===== src/hdl/rv_pkg.sv =====
`default_nettype none

package rv_pkg;

    localparam int xlen = 32;
    localparam int reg_addr_w = 5;

    localparam logic [6:0] op_rtype = 7'b0110011;
    localparam logic [6:0] op_itype = 7'b0010011;
    localparam logic [6:0] op_load = 7'b0000011;
    localparam logic [6:0] op_store = 7'b0100011;
    localparam logic [6:0] op_branch = 7'b1100011;
    localparam logic [6:0] op_jal = 7'b1101111;

    typedef enum logic [3:0] {
        alu_add,
        alu_sub,
        alu_and,
        alu_or,
        alu_xor,
        alu_slt
    } alu_op_e;

    typedef enum logic [1:0] {
        res_alu,
        res_load,
        res_pc4
    } result_src_e;

    typedef enum logic [1:0] {
        fwd_rf,
        fwd_mem,
        fwd_wb
    } fwd_sel_e;

    // an all-zero payload is a bubble
    typedef struct packed {
        logic [xlen-1:0] pc;
        logic [xlen-1:0] pc_plus4;
        logic [xlen-1:0] instr;
    } if_id_t;

    typedef struct packed {
        logic reg_write;
        result_src_e result_src;
        logic mem_write;
        logic mem_read;
        logic jump;
        logic branch;
        alu_op_e alu_op;
        logic alu_src;
        logic [xlen-1:0] rd1;
        logic [xlen-1:0] rd2;
        logic [reg_addr_w-1:0] rs1;
        logic [reg_addr_w-1:0] rs2;
        logic [reg_addr_w-1:0] rd;
        logic [xlen-1:0] imm;
        logic [xlen-1:0] pc;
        logic [xlen-1:0] pc_plus4;
    } id_ex_t;

    typedef struct packed {
        logic reg_write;
        result_src_e result_src;
        logic mem_write;
        logic mem_read;
        logic [xlen-1:0] alu_result;
        logic [xlen-1:0] write_data;
        logic [reg_addr_w-1:0] rd;
        logic [xlen-1:0] pc_plus4;
    } ex_mem_t;

    typedef struct packed {
        logic reg_write;
        result_src_e result_src;
        logic [xlen-1:0] alu_result;
        logic [xlen-1:0] read_data;
        logic [reg_addr_w-1:0] rd;
        logic [xlen-1:0] pc_plus4;
    } mem_wb_t;

    typedef struct packed {
        logic reg_write;
        logic [reg_addr_w-1:0] rd;
        logic [xlen-1:0] result;
    } wb_t;

endpackage

`default_nettype wire


===== src/hdl/pipe_reg.sv =====
`default_nettype none

module pipe_reg #(
    parameter type payload_t = logic
) (
    input logic clk,
    input logic rst,
    input logic stall,
    input logic flush,
    input payload_t d,
    output payload_t q
);

    // flush wins over stall, all-zero payload is the bubble
    always_ff @(posedge clk) begin
        if (rst || flush) begin
            q <= '0;
        end else if (!stall) begin
            q <= d;
        end
    end

endmodule

`default_nettype wire


===== src/hdl/fetch_stage.sv =====
`default_nettype none

module fetch_stage (
    input logic clk,
    input logic rst,
    input logic stall,
    input logic pc_src,
    input logic [rv_pkg::xlen-1:0] pc_target,
    input logic [rv_pkg::xlen-1:0] instr,
    output logic [rv_pkg::xlen-1:0] pc,
    output rv_pkg::if_id_t if_id
);
    import rv_pkg::*;

    logic [xlen-1:0] pc_plus4;
    logic [xlen-1:0] pc_next;

    assign pc_plus4 = pc + 32'd4;
    assign pc_next = pc_src ? pc_target : pc_plus4;

    // stall wins, a held branch fires again once the pipe moves
    always_ff @(posedge clk) begin
        if (rst) begin
            pc <= '0;
        end else if (!stall) begin
            pc <= pc_next;
        end
    end

    assign if_id.pc = pc;
    assign if_id.pc_plus4 = pc_plus4;
    assign if_id.instr = instr;

endmodule

`default_nettype wire


===== src/hdl/decode_stage.sv =====
`default_nettype none

module decode_stage (
    input logic clk,
    input logic rst,
    input rv_pkg::if_id_t if_id,
    input rv_pkg::wb_t wb,
    output rv_pkg::id_ex_t id_ex
);
    import rv_pkg::*;

    logic [xlen-1:0] regs [2**reg_addr_w];
    logic [6:0] opcode;
    logic [2:0] funct3;
    logic [reg_addr_w-1:0] rs1;
    logic [reg_addr_w-1:0] rs2;
    logic [xlen-1:0] rd1;
    logic [xlen-1:0] rd2;
    logic [xlen-1:0] imm_i;
    logic [xlen-1:0] imm_s;
    logic [xlen-1:0] imm_b;
    logic [xlen-1:0] imm_j;
    logic valid;

    assign opcode = if_id.instr[6:0];
    assign funct3 = if_id.instr[14:12];
    assign rs1 = if_id.instr[19:15];
    assign rs2 = if_id.instr[24:20];

    assign imm_i = {{20{if_id.instr[31]}}, if_id.instr[31:20]};
    assign imm_s = {{20{if_id.instr[31]}}, if_id.instr[31:25], if_id.instr[11:7]};
    assign imm_b = {{19{if_id.instr[31]}}, if_id.instr[31], if_id.instr[7],
                    if_id.instr[30:25], if_id.instr[11:8], 1'b0};
    assign imm_j = {{11{if_id.instr[31]}}, if_id.instr[31], if_id.instr[19:12],
                    if_id.instr[20], if_id.instr[30:21], 1'b0};

    // no writes while in reset
    always_ff @(posedge clk) begin
        if (!rst && wb.reg_write && wb.rd != '0) begin
            regs[wb.rd] <= wb.result;
        end
    end

    // x0 reads zero, same-cycle write bypassed
    always_comb begin
        if (rs1 == '0) begin
            rd1 = '0;
        end else if (wb.reg_write && wb.rd == rs1) begin
            rd1 = wb.result;
        end else begin
            rd1 = regs[rs1];
        end
        if (rs2 == '0) begin
            rd2 = '0;
        end else if (wb.reg_write && wb.rd == rs2) begin
            rd2 = wb.result;
        end else begin
            rd2 = regs[rs2];
        end
    end

    always_comb begin
        id_ex = '0;
        valid = 1'b1;
        case (opcode)
            op_rtype: begin
                id_ex.reg_write = 1'b1;
                case (funct3)
                    3'b000: id_ex.alu_op = if_id.instr[30] ? alu_sub : alu_add;
                    3'b111: id_ex.alu_op = alu_and;
                    3'b110: id_ex.alu_op = alu_or;
                    3'b100: id_ex.alu_op = alu_xor;
                    3'b010: id_ex.alu_op = alu_slt;
                    default: valid = 1'b0;
                endcase
            end
            op_itype: begin
                id_ex.reg_write = 1'b1;
                id_ex.alu_src = 1'b1;
                id_ex.imm = imm_i;
                // addi only
                valid = (funct3 == 3'b000);
            end
            op_load: begin
                id_ex.reg_write = 1'b1;
                id_ex.result_src = res_load;
                id_ex.mem_read = 1'b1;
                id_ex.alu_src = 1'b1;
                id_ex.imm = imm_i;
            end
            op_store: begin
                id_ex.mem_write = 1'b1;
                id_ex.alu_src = 1'b1;
                id_ex.imm = imm_s;
            end
            op_branch: begin
                id_ex.branch = 1'b1;
                id_ex.imm = imm_b;
            end
            op_jal: begin
                id_ex.reg_write = 1'b1;
                id_ex.result_src = res_pc4;
                id_ex.jump = 1'b1;
                id_ex.imm = imm_j;
            end
            default: valid = 1'b0;
        endcase
        if (valid) begin
            id_ex.rd1 = rd1;
            id_ex.rd2 = rd2;
            id_ex.rs1 = rs1;
            id_ex.rs2 = rs2;
            id_ex.rd = if_id.instr[11:7];
            id_ex.pc = if_id.pc;
            id_ex.pc_plus4 = if_id.pc_plus4;
        end else begin
            id_ex = '0;
        end
    end

endmodule

`default_nettype wire


===== src/hdl/exec_stage.sv =====
`default_nettype none

module exec_stage (
    input rv_pkg::id_ex_t id_ex,
    input rv_pkg::fwd_sel_e fwd_a,
    input rv_pkg::fwd_sel_e fwd_b,
    input logic [rv_pkg::xlen-1:0] mem_result,
    input logic [rv_pkg::xlen-1:0] wb_result,
    output rv_pkg::ex_mem_t ex_mem,
    output logic pc_src,
    output logic [rv_pkg::xlen-1:0] pc_target
);
    import rv_pkg::*;

    logic [xlen-1:0] src_a;
    logic [xlen-1:0] src_b_reg;
    logic [xlen-1:0] src_b;
    logic [xlen-1:0] alu_result;

    function automatic logic [xlen-1:0] fwd_mux(
        input fwd_sel_e sel,
        input logic [xlen-1:0] rf_val,
        input logic [xlen-1:0] mem_val,
        input logic [xlen-1:0] wb_val
    );
        case (sel)
            fwd_mem: return mem_val;
            fwd_wb: return wb_val;
            default: return rf_val;
        endcase
    endfunction

    assign src_a = fwd_mux(fwd_a, id_ex.rd1, mem_result, wb_result);
    assign src_b_reg = fwd_mux(fwd_b, id_ex.rd2, mem_result, wb_result);
    assign src_b = id_ex.alu_src ? id_ex.imm : src_b_reg;

    always_comb begin
        case (id_ex.alu_op)
            alu_sub: alu_result = src_a - src_b;
            alu_and: alu_result = src_a & src_b;
            alu_or: alu_result = src_a | src_b;
            alu_xor: alu_result = src_a ^ src_b;
            alu_slt: alu_result = {31'b0, $signed(src_a) < $signed(src_b)};
            default: alu_result = src_a + src_b;
        endcase
    end

    // beq compares the forwarded registers, not the alu input
    assign pc_src = id_ex.jump || (id_ex.branch && src_a == src_b_reg);
    assign pc_target = id_ex.pc + id_ex.imm;

    assign ex_mem.reg_write = id_ex.reg_write;
    assign ex_mem.result_src = id_ex.result_src;
    assign ex_mem.mem_write = id_ex.mem_write;
    assign ex_mem.mem_read = id_ex.mem_read;
    assign ex_mem.alu_result = alu_result;
    assign ex_mem.write_data = src_b_reg;
    assign ex_mem.rd = id_ex.rd;
    assign ex_mem.pc_plus4 = id_ex.pc_plus4;

endmodule

`default_nettype wire


===== src/hdl/hazard_unit.sv =====
`default_nettype none

module hazard_unit (
    input rv_pkg::id_ex_t id_ex_d,
    input rv_pkg::id_ex_t id_ex_q,
    input rv_pkg::ex_mem_t ex_mem,
    input rv_pkg::wb_t wb,
    input logic pc_src,
    input logic read_valid,
    output logic stall_f,
    output logic stall_d,
    output logic stall_e,
    output logic stall_m,
    output logic stall_w,
    output logic flush_d,
    output logic flush_e,
    output rv_pkg::fwd_sel_e fwd_a,
    output rv_pkg::fwd_sel_e fwd_b
);
    import rv_pkg::*;

    logic load_use;
    logic mem_wait;

    assign load_use = id_ex_q.mem_read && id_ex_q.rd != '0 &&
                      (id_ex_q.rd == id_ex_d.rs1 || id_ex_q.rd == id_ex_d.rs2);

    // load in memory stage still waiting for its data
    assign mem_wait = ex_mem.mem_read && !read_valid;

    assign stall_f = load_use || mem_wait;
    assign stall_d = load_use || mem_wait;
    assign stall_e = mem_wait;
    assign stall_m = mem_wait;
    assign stall_w = mem_wait;

    // a frozen pipe must not drop the branch or the load
    assign flush_d = pc_src && !mem_wait;
    assign flush_e = (pc_src || load_use) && !mem_wait;

    always_comb begin
        fwd_a = fwd_rf;
        fwd_b = fwd_rf;
        if (ex_mem.reg_write && ex_mem.rd != '0 && ex_mem.rd == id_ex_q.rs1) begin
            fwd_a = fwd_mem;
        end else if (wb.reg_write && wb.rd != '0 && wb.rd == id_ex_q.rs1) begin
            fwd_a = fwd_wb;
        end
        if (ex_mem.reg_write && ex_mem.rd != '0 && ex_mem.rd == id_ex_q.rs2) begin
            fwd_b = fwd_mem;
        end else if (wb.reg_write && wb.rd != '0 && wb.rd == id_ex_q.rs2) begin
            fwd_b = fwd_wb;
        end
    end

endmodule

`default_nettype wire


===== src/hdl/riscv_pipeline.sv =====
`default_nettype none

module riscv_pipeline (
    input logic clk,
    input logic rst,
    input logic [rv_pkg::xlen-1:0] instr,
    output logic [rv_pkg::xlen-1:0] pc,
    output logic instr_en,
    input logic [rv_pkg::xlen-1:0] read_data,
    input logic read_valid,
    output logic data_we,
    output logic data_re,
    output logic [rv_pkg::xlen-1:0] data_addr,
    output logic [rv_pkg::xlen-1:0] wdata
);
    import rv_pkg::*;

    if_id_t if_id_d;
    if_id_t if_id_q;
    id_ex_t id_ex_d;
    id_ex_t id_ex_q;
    ex_mem_t ex_mem_d;
    ex_mem_t ex_mem_q;
    mem_wb_t mem_wb_d;
    mem_wb_t mem_wb_q;
    wb_t wb;

    logic [xlen-1:0] mem_result;
    logic [xlen-1:0] pc_target;
    logic pc_src;
    logic stall_f;
    logic stall_d;
    logic stall_e;
    logic stall_m;
    logic stall_w;
    logic flush_d;
    logic flush_e;
    fwd_sel_e fwd_a;
    fwd_sel_e fwd_b;

    fetch_stage i_fetch (
        .clk(clk),
        .rst(rst),
        .stall(stall_f),
        .pc_src(pc_src),
        .pc_target(pc_target),
        .instr(instr),
        .pc(pc),
        .if_id(if_id_d)
    );

    assign instr_en = !stall_f;

    pipe_reg #(.payload_t(if_id_t)) i_if_id_reg (
        .clk(clk),
        .rst(rst),
        .stall(stall_d),
        .flush(flush_d),
        .d(if_id_d),
        .q(if_id_q)
    );

    decode_stage i_decode (
        .clk(clk),
        .rst(rst),
        .if_id(if_id_q),
        .wb(wb),
        .id_ex(id_ex_d)
    );

    pipe_reg #(.payload_t(id_ex_t)) i_id_ex_reg (
        .clk(clk),
        .rst(rst),
        .stall(stall_e),
        .flush(flush_e),
        .d(id_ex_d),
        .q(id_ex_q)
    );

    exec_stage i_exec (
        .id_ex(id_ex_q),
        .fwd_a(fwd_a),
        .fwd_b(fwd_b),
        .mem_result(mem_result),
        .wb_result(wb.result),
        .ex_mem(ex_mem_d),
        .pc_src(pc_src),
        .pc_target(pc_target)
    );

    pipe_reg #(.payload_t(ex_mem_t)) i_ex_mem_reg (
        .clk(clk),
        .rst(rst),
        .stall(stall_m),
        .flush(1'b0),
        .d(ex_mem_d),
        .q(ex_mem_q)
    );

    // taken from the memory-stage register, so it holds through a load wait
    assign data_we = ex_mem_q.mem_write;
    assign data_re = ex_mem_q.mem_read;
    assign data_addr = ex_mem_q.alu_result;
    assign wdata = ex_mem_q.write_data;

    // jal link value must forward too
    assign mem_result = (ex_mem_q.result_src == res_pc4) ? ex_mem_q.pc_plus4
                                                        : ex_mem_q.alu_result;

    assign mem_wb_d.reg_write = ex_mem_q.reg_write;
    assign mem_wb_d.result_src = ex_mem_q.result_src;
    assign mem_wb_d.alu_result = ex_mem_q.alu_result;
    assign mem_wb_d.read_data = read_data;
    assign mem_wb_d.rd = ex_mem_q.rd;
    assign mem_wb_d.pc_plus4 = ex_mem_q.pc_plus4;

    pipe_reg #(.payload_t(mem_wb_t)) i_mem_wb_reg (
        .clk(clk),
        .rst(rst),
        .stall(stall_w),
        .flush(1'b0),
        .d(mem_wb_d),
        .q(mem_wb_q)
    );

    always_comb begin
        wb.reg_write = mem_wb_q.reg_write;
        wb.rd = mem_wb_q.rd;
        case (mem_wb_q.result_src)
            res_load: wb.result = mem_wb_q.read_data;
            res_pc4: wb.result = mem_wb_q.pc_plus4;
            default: wb.result = mem_wb_q.alu_result;
        endcase
    end

    hazard_unit i_hazard (
        .id_ex_d(id_ex_d),
        .id_ex_q(id_ex_q),
        .ex_mem(ex_mem_q),
        .wb(wb),
        .pc_src(pc_src),
        .read_valid(read_valid),
        .stall_f(stall_f),
        .stall_d(stall_d),
        .stall_e(stall_e),
        .stall_m(stall_m),
        .stall_w(stall_w),
        .flush_d(flush_d),
        .flush_e(flush_e),
        .fwd_a(fwd_a),
        .fwd_b(fwd_b)
    );

endmodule

`default_nettype wire


===== config.mk =====
export PLATFORM = sky130hd
export DESIGN_NAME = riscv_pipeline
export DESIGN_NICKNAME = d
export VERILOG_FILES = /design/src/hdl/rv_pkg.sv /design/src/hdl/pipe_reg.sv /design/src/hdl/fetch_stage.sv /design/src/hdl/decode_stage.sv /design/src/hdl/exec_stage.sv /design/src/hdl/hazard_unit.sv /design/src/hdl/riscv_pipeline.sv
export SDC_FILE = /design/constraint.sdc
export NUM_CORES = 2
export LEC_CHECK = 0
export ABC_AREA = 1
export BUFFER_PORTS_ARGS = -buffer_cell sky130_fd_sc_hd__buf_2
export CAP_MARGIN = 10
export CORE_UTILIZATION = 30
export CTS_BUF_LIST = sky130_fd_sc_hd__clkbuf_8 sky130_fd_sc_hd__clkbuf_16
export DETAILED_ROUTE_END_ITERATION = 8
export PLACE_DENSITY = 0.52
export SLEW_MARGIN = 15
export SYNTH_ARGS = -nofsm -noshare
export SYNTH_HDL_FRONTEND = slang
export SYNTH_SLANG_ARGS = --single-unit

===== constraint.sdc =====
create_clock -name clk -period 7.8 [get_ports clk]
set_clock_uncertainty 0.2 [all_clocks]
set_input_delay 0.78 -clock clk [delete_from_list [all_inputs] [get_ports clk]]
set_output_delay 0.78 -clock clk [all_outputs]
set_load 0.1 [all_outputs]

==> impl_metrics.tcl <==
set metrics [dict create \
    synth_top_family_by_area "compound AO/OA/AOI/OAI gates" \
    postPlaceCellArea_mm2 0.0847 \
    tightest_slew_ns 1.30 \
    antenna_found_initial 15 \
    htreeDepth 4 \
    grt_use_met2_pct 35.9 \
    synth_compound_area_share_pct 22.3 \
    cts.sinks 1542 \
    grt_pass1_wl_um 467000 \
    p_comb_share_pct 7.7 \
    vias_per_cell 5.49 \
    yosys-top-cells-count "nand2_1 (1407), a21oi_1 (1340), o21ai_0 (1232)" \
    synth-simple-area-share_pct 14.5 \
    clock-root-buffer "clkbuf_16" \
    multiInputGateArea_mm2 0.0330 \
    post-route-drc-count 0 \
    syn2layout_area_growth_pct 12.0 \
    synthXorXnorAreaFrac_pct 1.00 \
    synth_edf_count 1024 \
    syn_area_mm2 0.0811 \
    synth_cells 9679 \
    switchingPower_mw 4.76 \
    synthAdderAreaFrac_pct 2.08 \
    rows 190 \
    internal_power_mw 13.9 \
    ys_ff_latch 1542 \
    globalRoute.busiestLayer "met2" \
    cts_buffer_depth 3 \
    setup_tns_ns 0 \
    finalWirelength_um 328000 \
    io_pins 166 \
    fin_cells 13100 \
    switching_share_pct 25.6 \
    drive_gt1_share_pct 7.57 \
    synth_area_leaders "edfxtp_1 (38%), dfxtp_1 (13%), a21oi_1 (8.3%)" \
    chipWidth_um 522 \
    clkTransAtPathRegs_ns 0.07 \
    crit_path_max_fanout 69 \
    drt_iter0_markers 8671 \
    hold_path.class "input port to register" \
    synthMuxAreaShare_pct 0.329 \
    synthFlopType "edfxtp_1" \
    seq_area_mm2 0.0412 \
    power_frac_seq_pct 47.0 \
    yosysSeqAreaShare_pct 50.7 \
    fmax_ghz 0.147 \
    grt_pass1_vias 66900 \
    numCtsBuffers 174 \
    vias 72100 \
    hpwl_um 207000 \
    ys_types 59 \
    power_density_mw_per_mm2 205 \
    dieArea_mm2 0.272 \
    grt_max_degree 221 \
    status "finished, final reports clean" \
    ir_drop_v 0.000246 \
    power_frac_clock_pct 45.3 \
    ant_nets 0 \
    yosys.cell_count.top_type "nand2_1" \
    dr.pass1.iters 6 \
    yosysWarnings 0 \
    path_class "register to register" \
    slew_headroom_pct 12.9 \
    crit_arrival_ns 7.32 \
    cap_violations 0 \
    post-route-period-util_pct 87.3 \
    grt_usage_pct 23.3 \
    synth_top_area_share_pct 37.9 \
    cts_tree "yes" \
    core-area_mm2 0.268 \
    place_inst 12800 \
    endpoint_kind "register" \
    final_area_mm2 0.0909 \
    place.gp.congestion 0.953 \
    start_util_pct 30.2 \
    cellLeakagePower_nw 35.2 \
    synth_async_sr_flop_share_pct 0 \
    crit_required_ns 8.31 \
    fill_cells 27700 \
    drv_slew 0 \
    wl_per_cell_um 25.0 \
    port_buffers 165 \
    clkLatencyLatePin_ns 0.86 \
    yosys.area.top_type "edfxtp_1" \
    grt_overflow_total 0 \
    rsz0062_at_grt "false" \
    use_met3_pct 3.92 \
    finalHoldViolCount 0 \
    globalRouteMet1Util_pct 31.6 \
    period_minus_slack_ns 6.81 \
    avgSynthCellArea_um2 8.38 \
    cp-start-kind "register" \
    finalNetCount 9632 \
    die_h_um 522 \
    setup_viol_count_final 0 \
]
## final cells by class
class                           instances  share of cell area (%)
Clock buffer                          189                    5.03
Inverter                             1013                    4.21
Clock inverter                        129                    1.40
Timing Repair Buffer                  359                    2.80
Tap cell                             3552                    4.89
Multi-Input combinational cell       6342                    36.4
Antenna cell                            4                  0.0110
Sequential cell                      1542                    45.3
## through the flow
stage                     power, mW  hold slack (ns)  utilization [%]  setup slack, ns
after detailed placement       10.3            0.244             31.6             1.21
after global placement         10.3            0.240             31.6             1.27
after floorplan                9.78            0.225                -             2.21
final                          18.6           0.0455             33.9            0.988
after global routing           19.1           0.0222             33.9            0.489
after CTS                      18.7         0.000396             33.8             1.19
## power by group through the flow
stage	Sequential (mW)	Combinational [mW]	Clock, mW
after global placement	8.91	1.38	0
after detailed placement	8.91	1.39	0
final	8.74	1.43	8.44
after CTS	8.74	1.41	8.56
after floorplan	8.86	0.917	0
after global routing	8.74	1.54	8.87
## path summary, 6_finish.rpt
path / startpoint / endpoint / slack [ns] / cells after the start
max: i_mem_wb_reg.q[101] / i_id_ex_reg.q[12] / 0.99 / 22
min: read_data[17] / i_mem_wb_reg.q[54] / 0.05 / 3
max reg2reg: i_mem_wb_reg.q[101] / i_id_ex_reg.q[12] / 0.99 / 22
min reg2reg: i_mem_wb_reg.q[98] / i_mem_wb_reg.q[98] / 0.25 / 2
## state kept, by name (all words and copies together) (netlist names), named ones only
name	cells
i_if_id_reg.q	94
i_mem_wb_reg.q	104
i_ex_mem_reg.q	106
i_fetch.pc	32
i_decode.regs	1024
i_id_ex_reg.q	172
## critical path: stages (launching register included)
cell and delay, ns:
dfxtp_1 0.36, inv_1 0.07, ha_1 0.32, inv_1 0.94
nand2_1 0.16, o21ai_2 0.10, buf_4 0.38, inv_1 0.18
nand3_1 0.13, nand2_1 0.07, nor2_1 0.20, nand2_1 0.09
nand2_1 0.08, nand2_1 0.05, nor2_1 0.13, nand2_1 0.14
nor2_1 0.16, nand2_2 0.46, nand2_2 0.78, nand2_1 0.29
o211ai_4 0.40, buf_4 0.76, nor2_1 0.08
## placed cells by master, fill, tap and decap left out, types with 10 or more instances in the layout
cell           instances
nand2_1             1404
a21oi_1             1339
o21ai_0             1222
edfxtp_1            1024
inv_1               1023
nor2_1               676
nand3_1              591
dfxtp_1              508
o211ai_1             187
clkbuf_16            175
o221ai_1             172
buf_2                165
buf_4                150
ha_1                 130
a22oi_1              102
xor2_1                72
nor2_4                35
clkinv_2              33
conb_1                32
a22o_1                30
nand3b_1              30
dlygate4sd3_1         29
a211oi_1              27
nor3_1                25
inv_2                 25
xnor2_1               21
mux2i_1               21
clkinv_1              20
nand4_1               19
a31oi_1               18
o21ai_1               17
bufinv_16             17
a221oi_1              16
o22ai_1               15
a41oi_1               15
buf_12                15
clkbuf_8              14
nor2_2                13
o21a_1                12
or2_2                 10
## per-layer routing
metal  up-vias  part of all wire, %
met3       671                  8.4
met2      3421                   44
li1      33000                    -
met1     35000                   43
met5         -                0.059
met4        10                  5.0
## kinds of logic after synthesis
family,after synthesis
AOI/OAI and AO/OA,3230
and+or+nand+nor,2828
buffers and inverters,1826
DFF,1542
adders and majority gates,133
xor gates and xnor gates,93
muxes,26
other,1
## repair_timing
item | CTS | global route
buffers inserted | 0 | 0
hold buffers | 29 | 0
endpoints found under the hold margin | 29 | 0
gates resized for setup | 0 | 0
No activity file was read; power rests on OpenSTA's default activity.
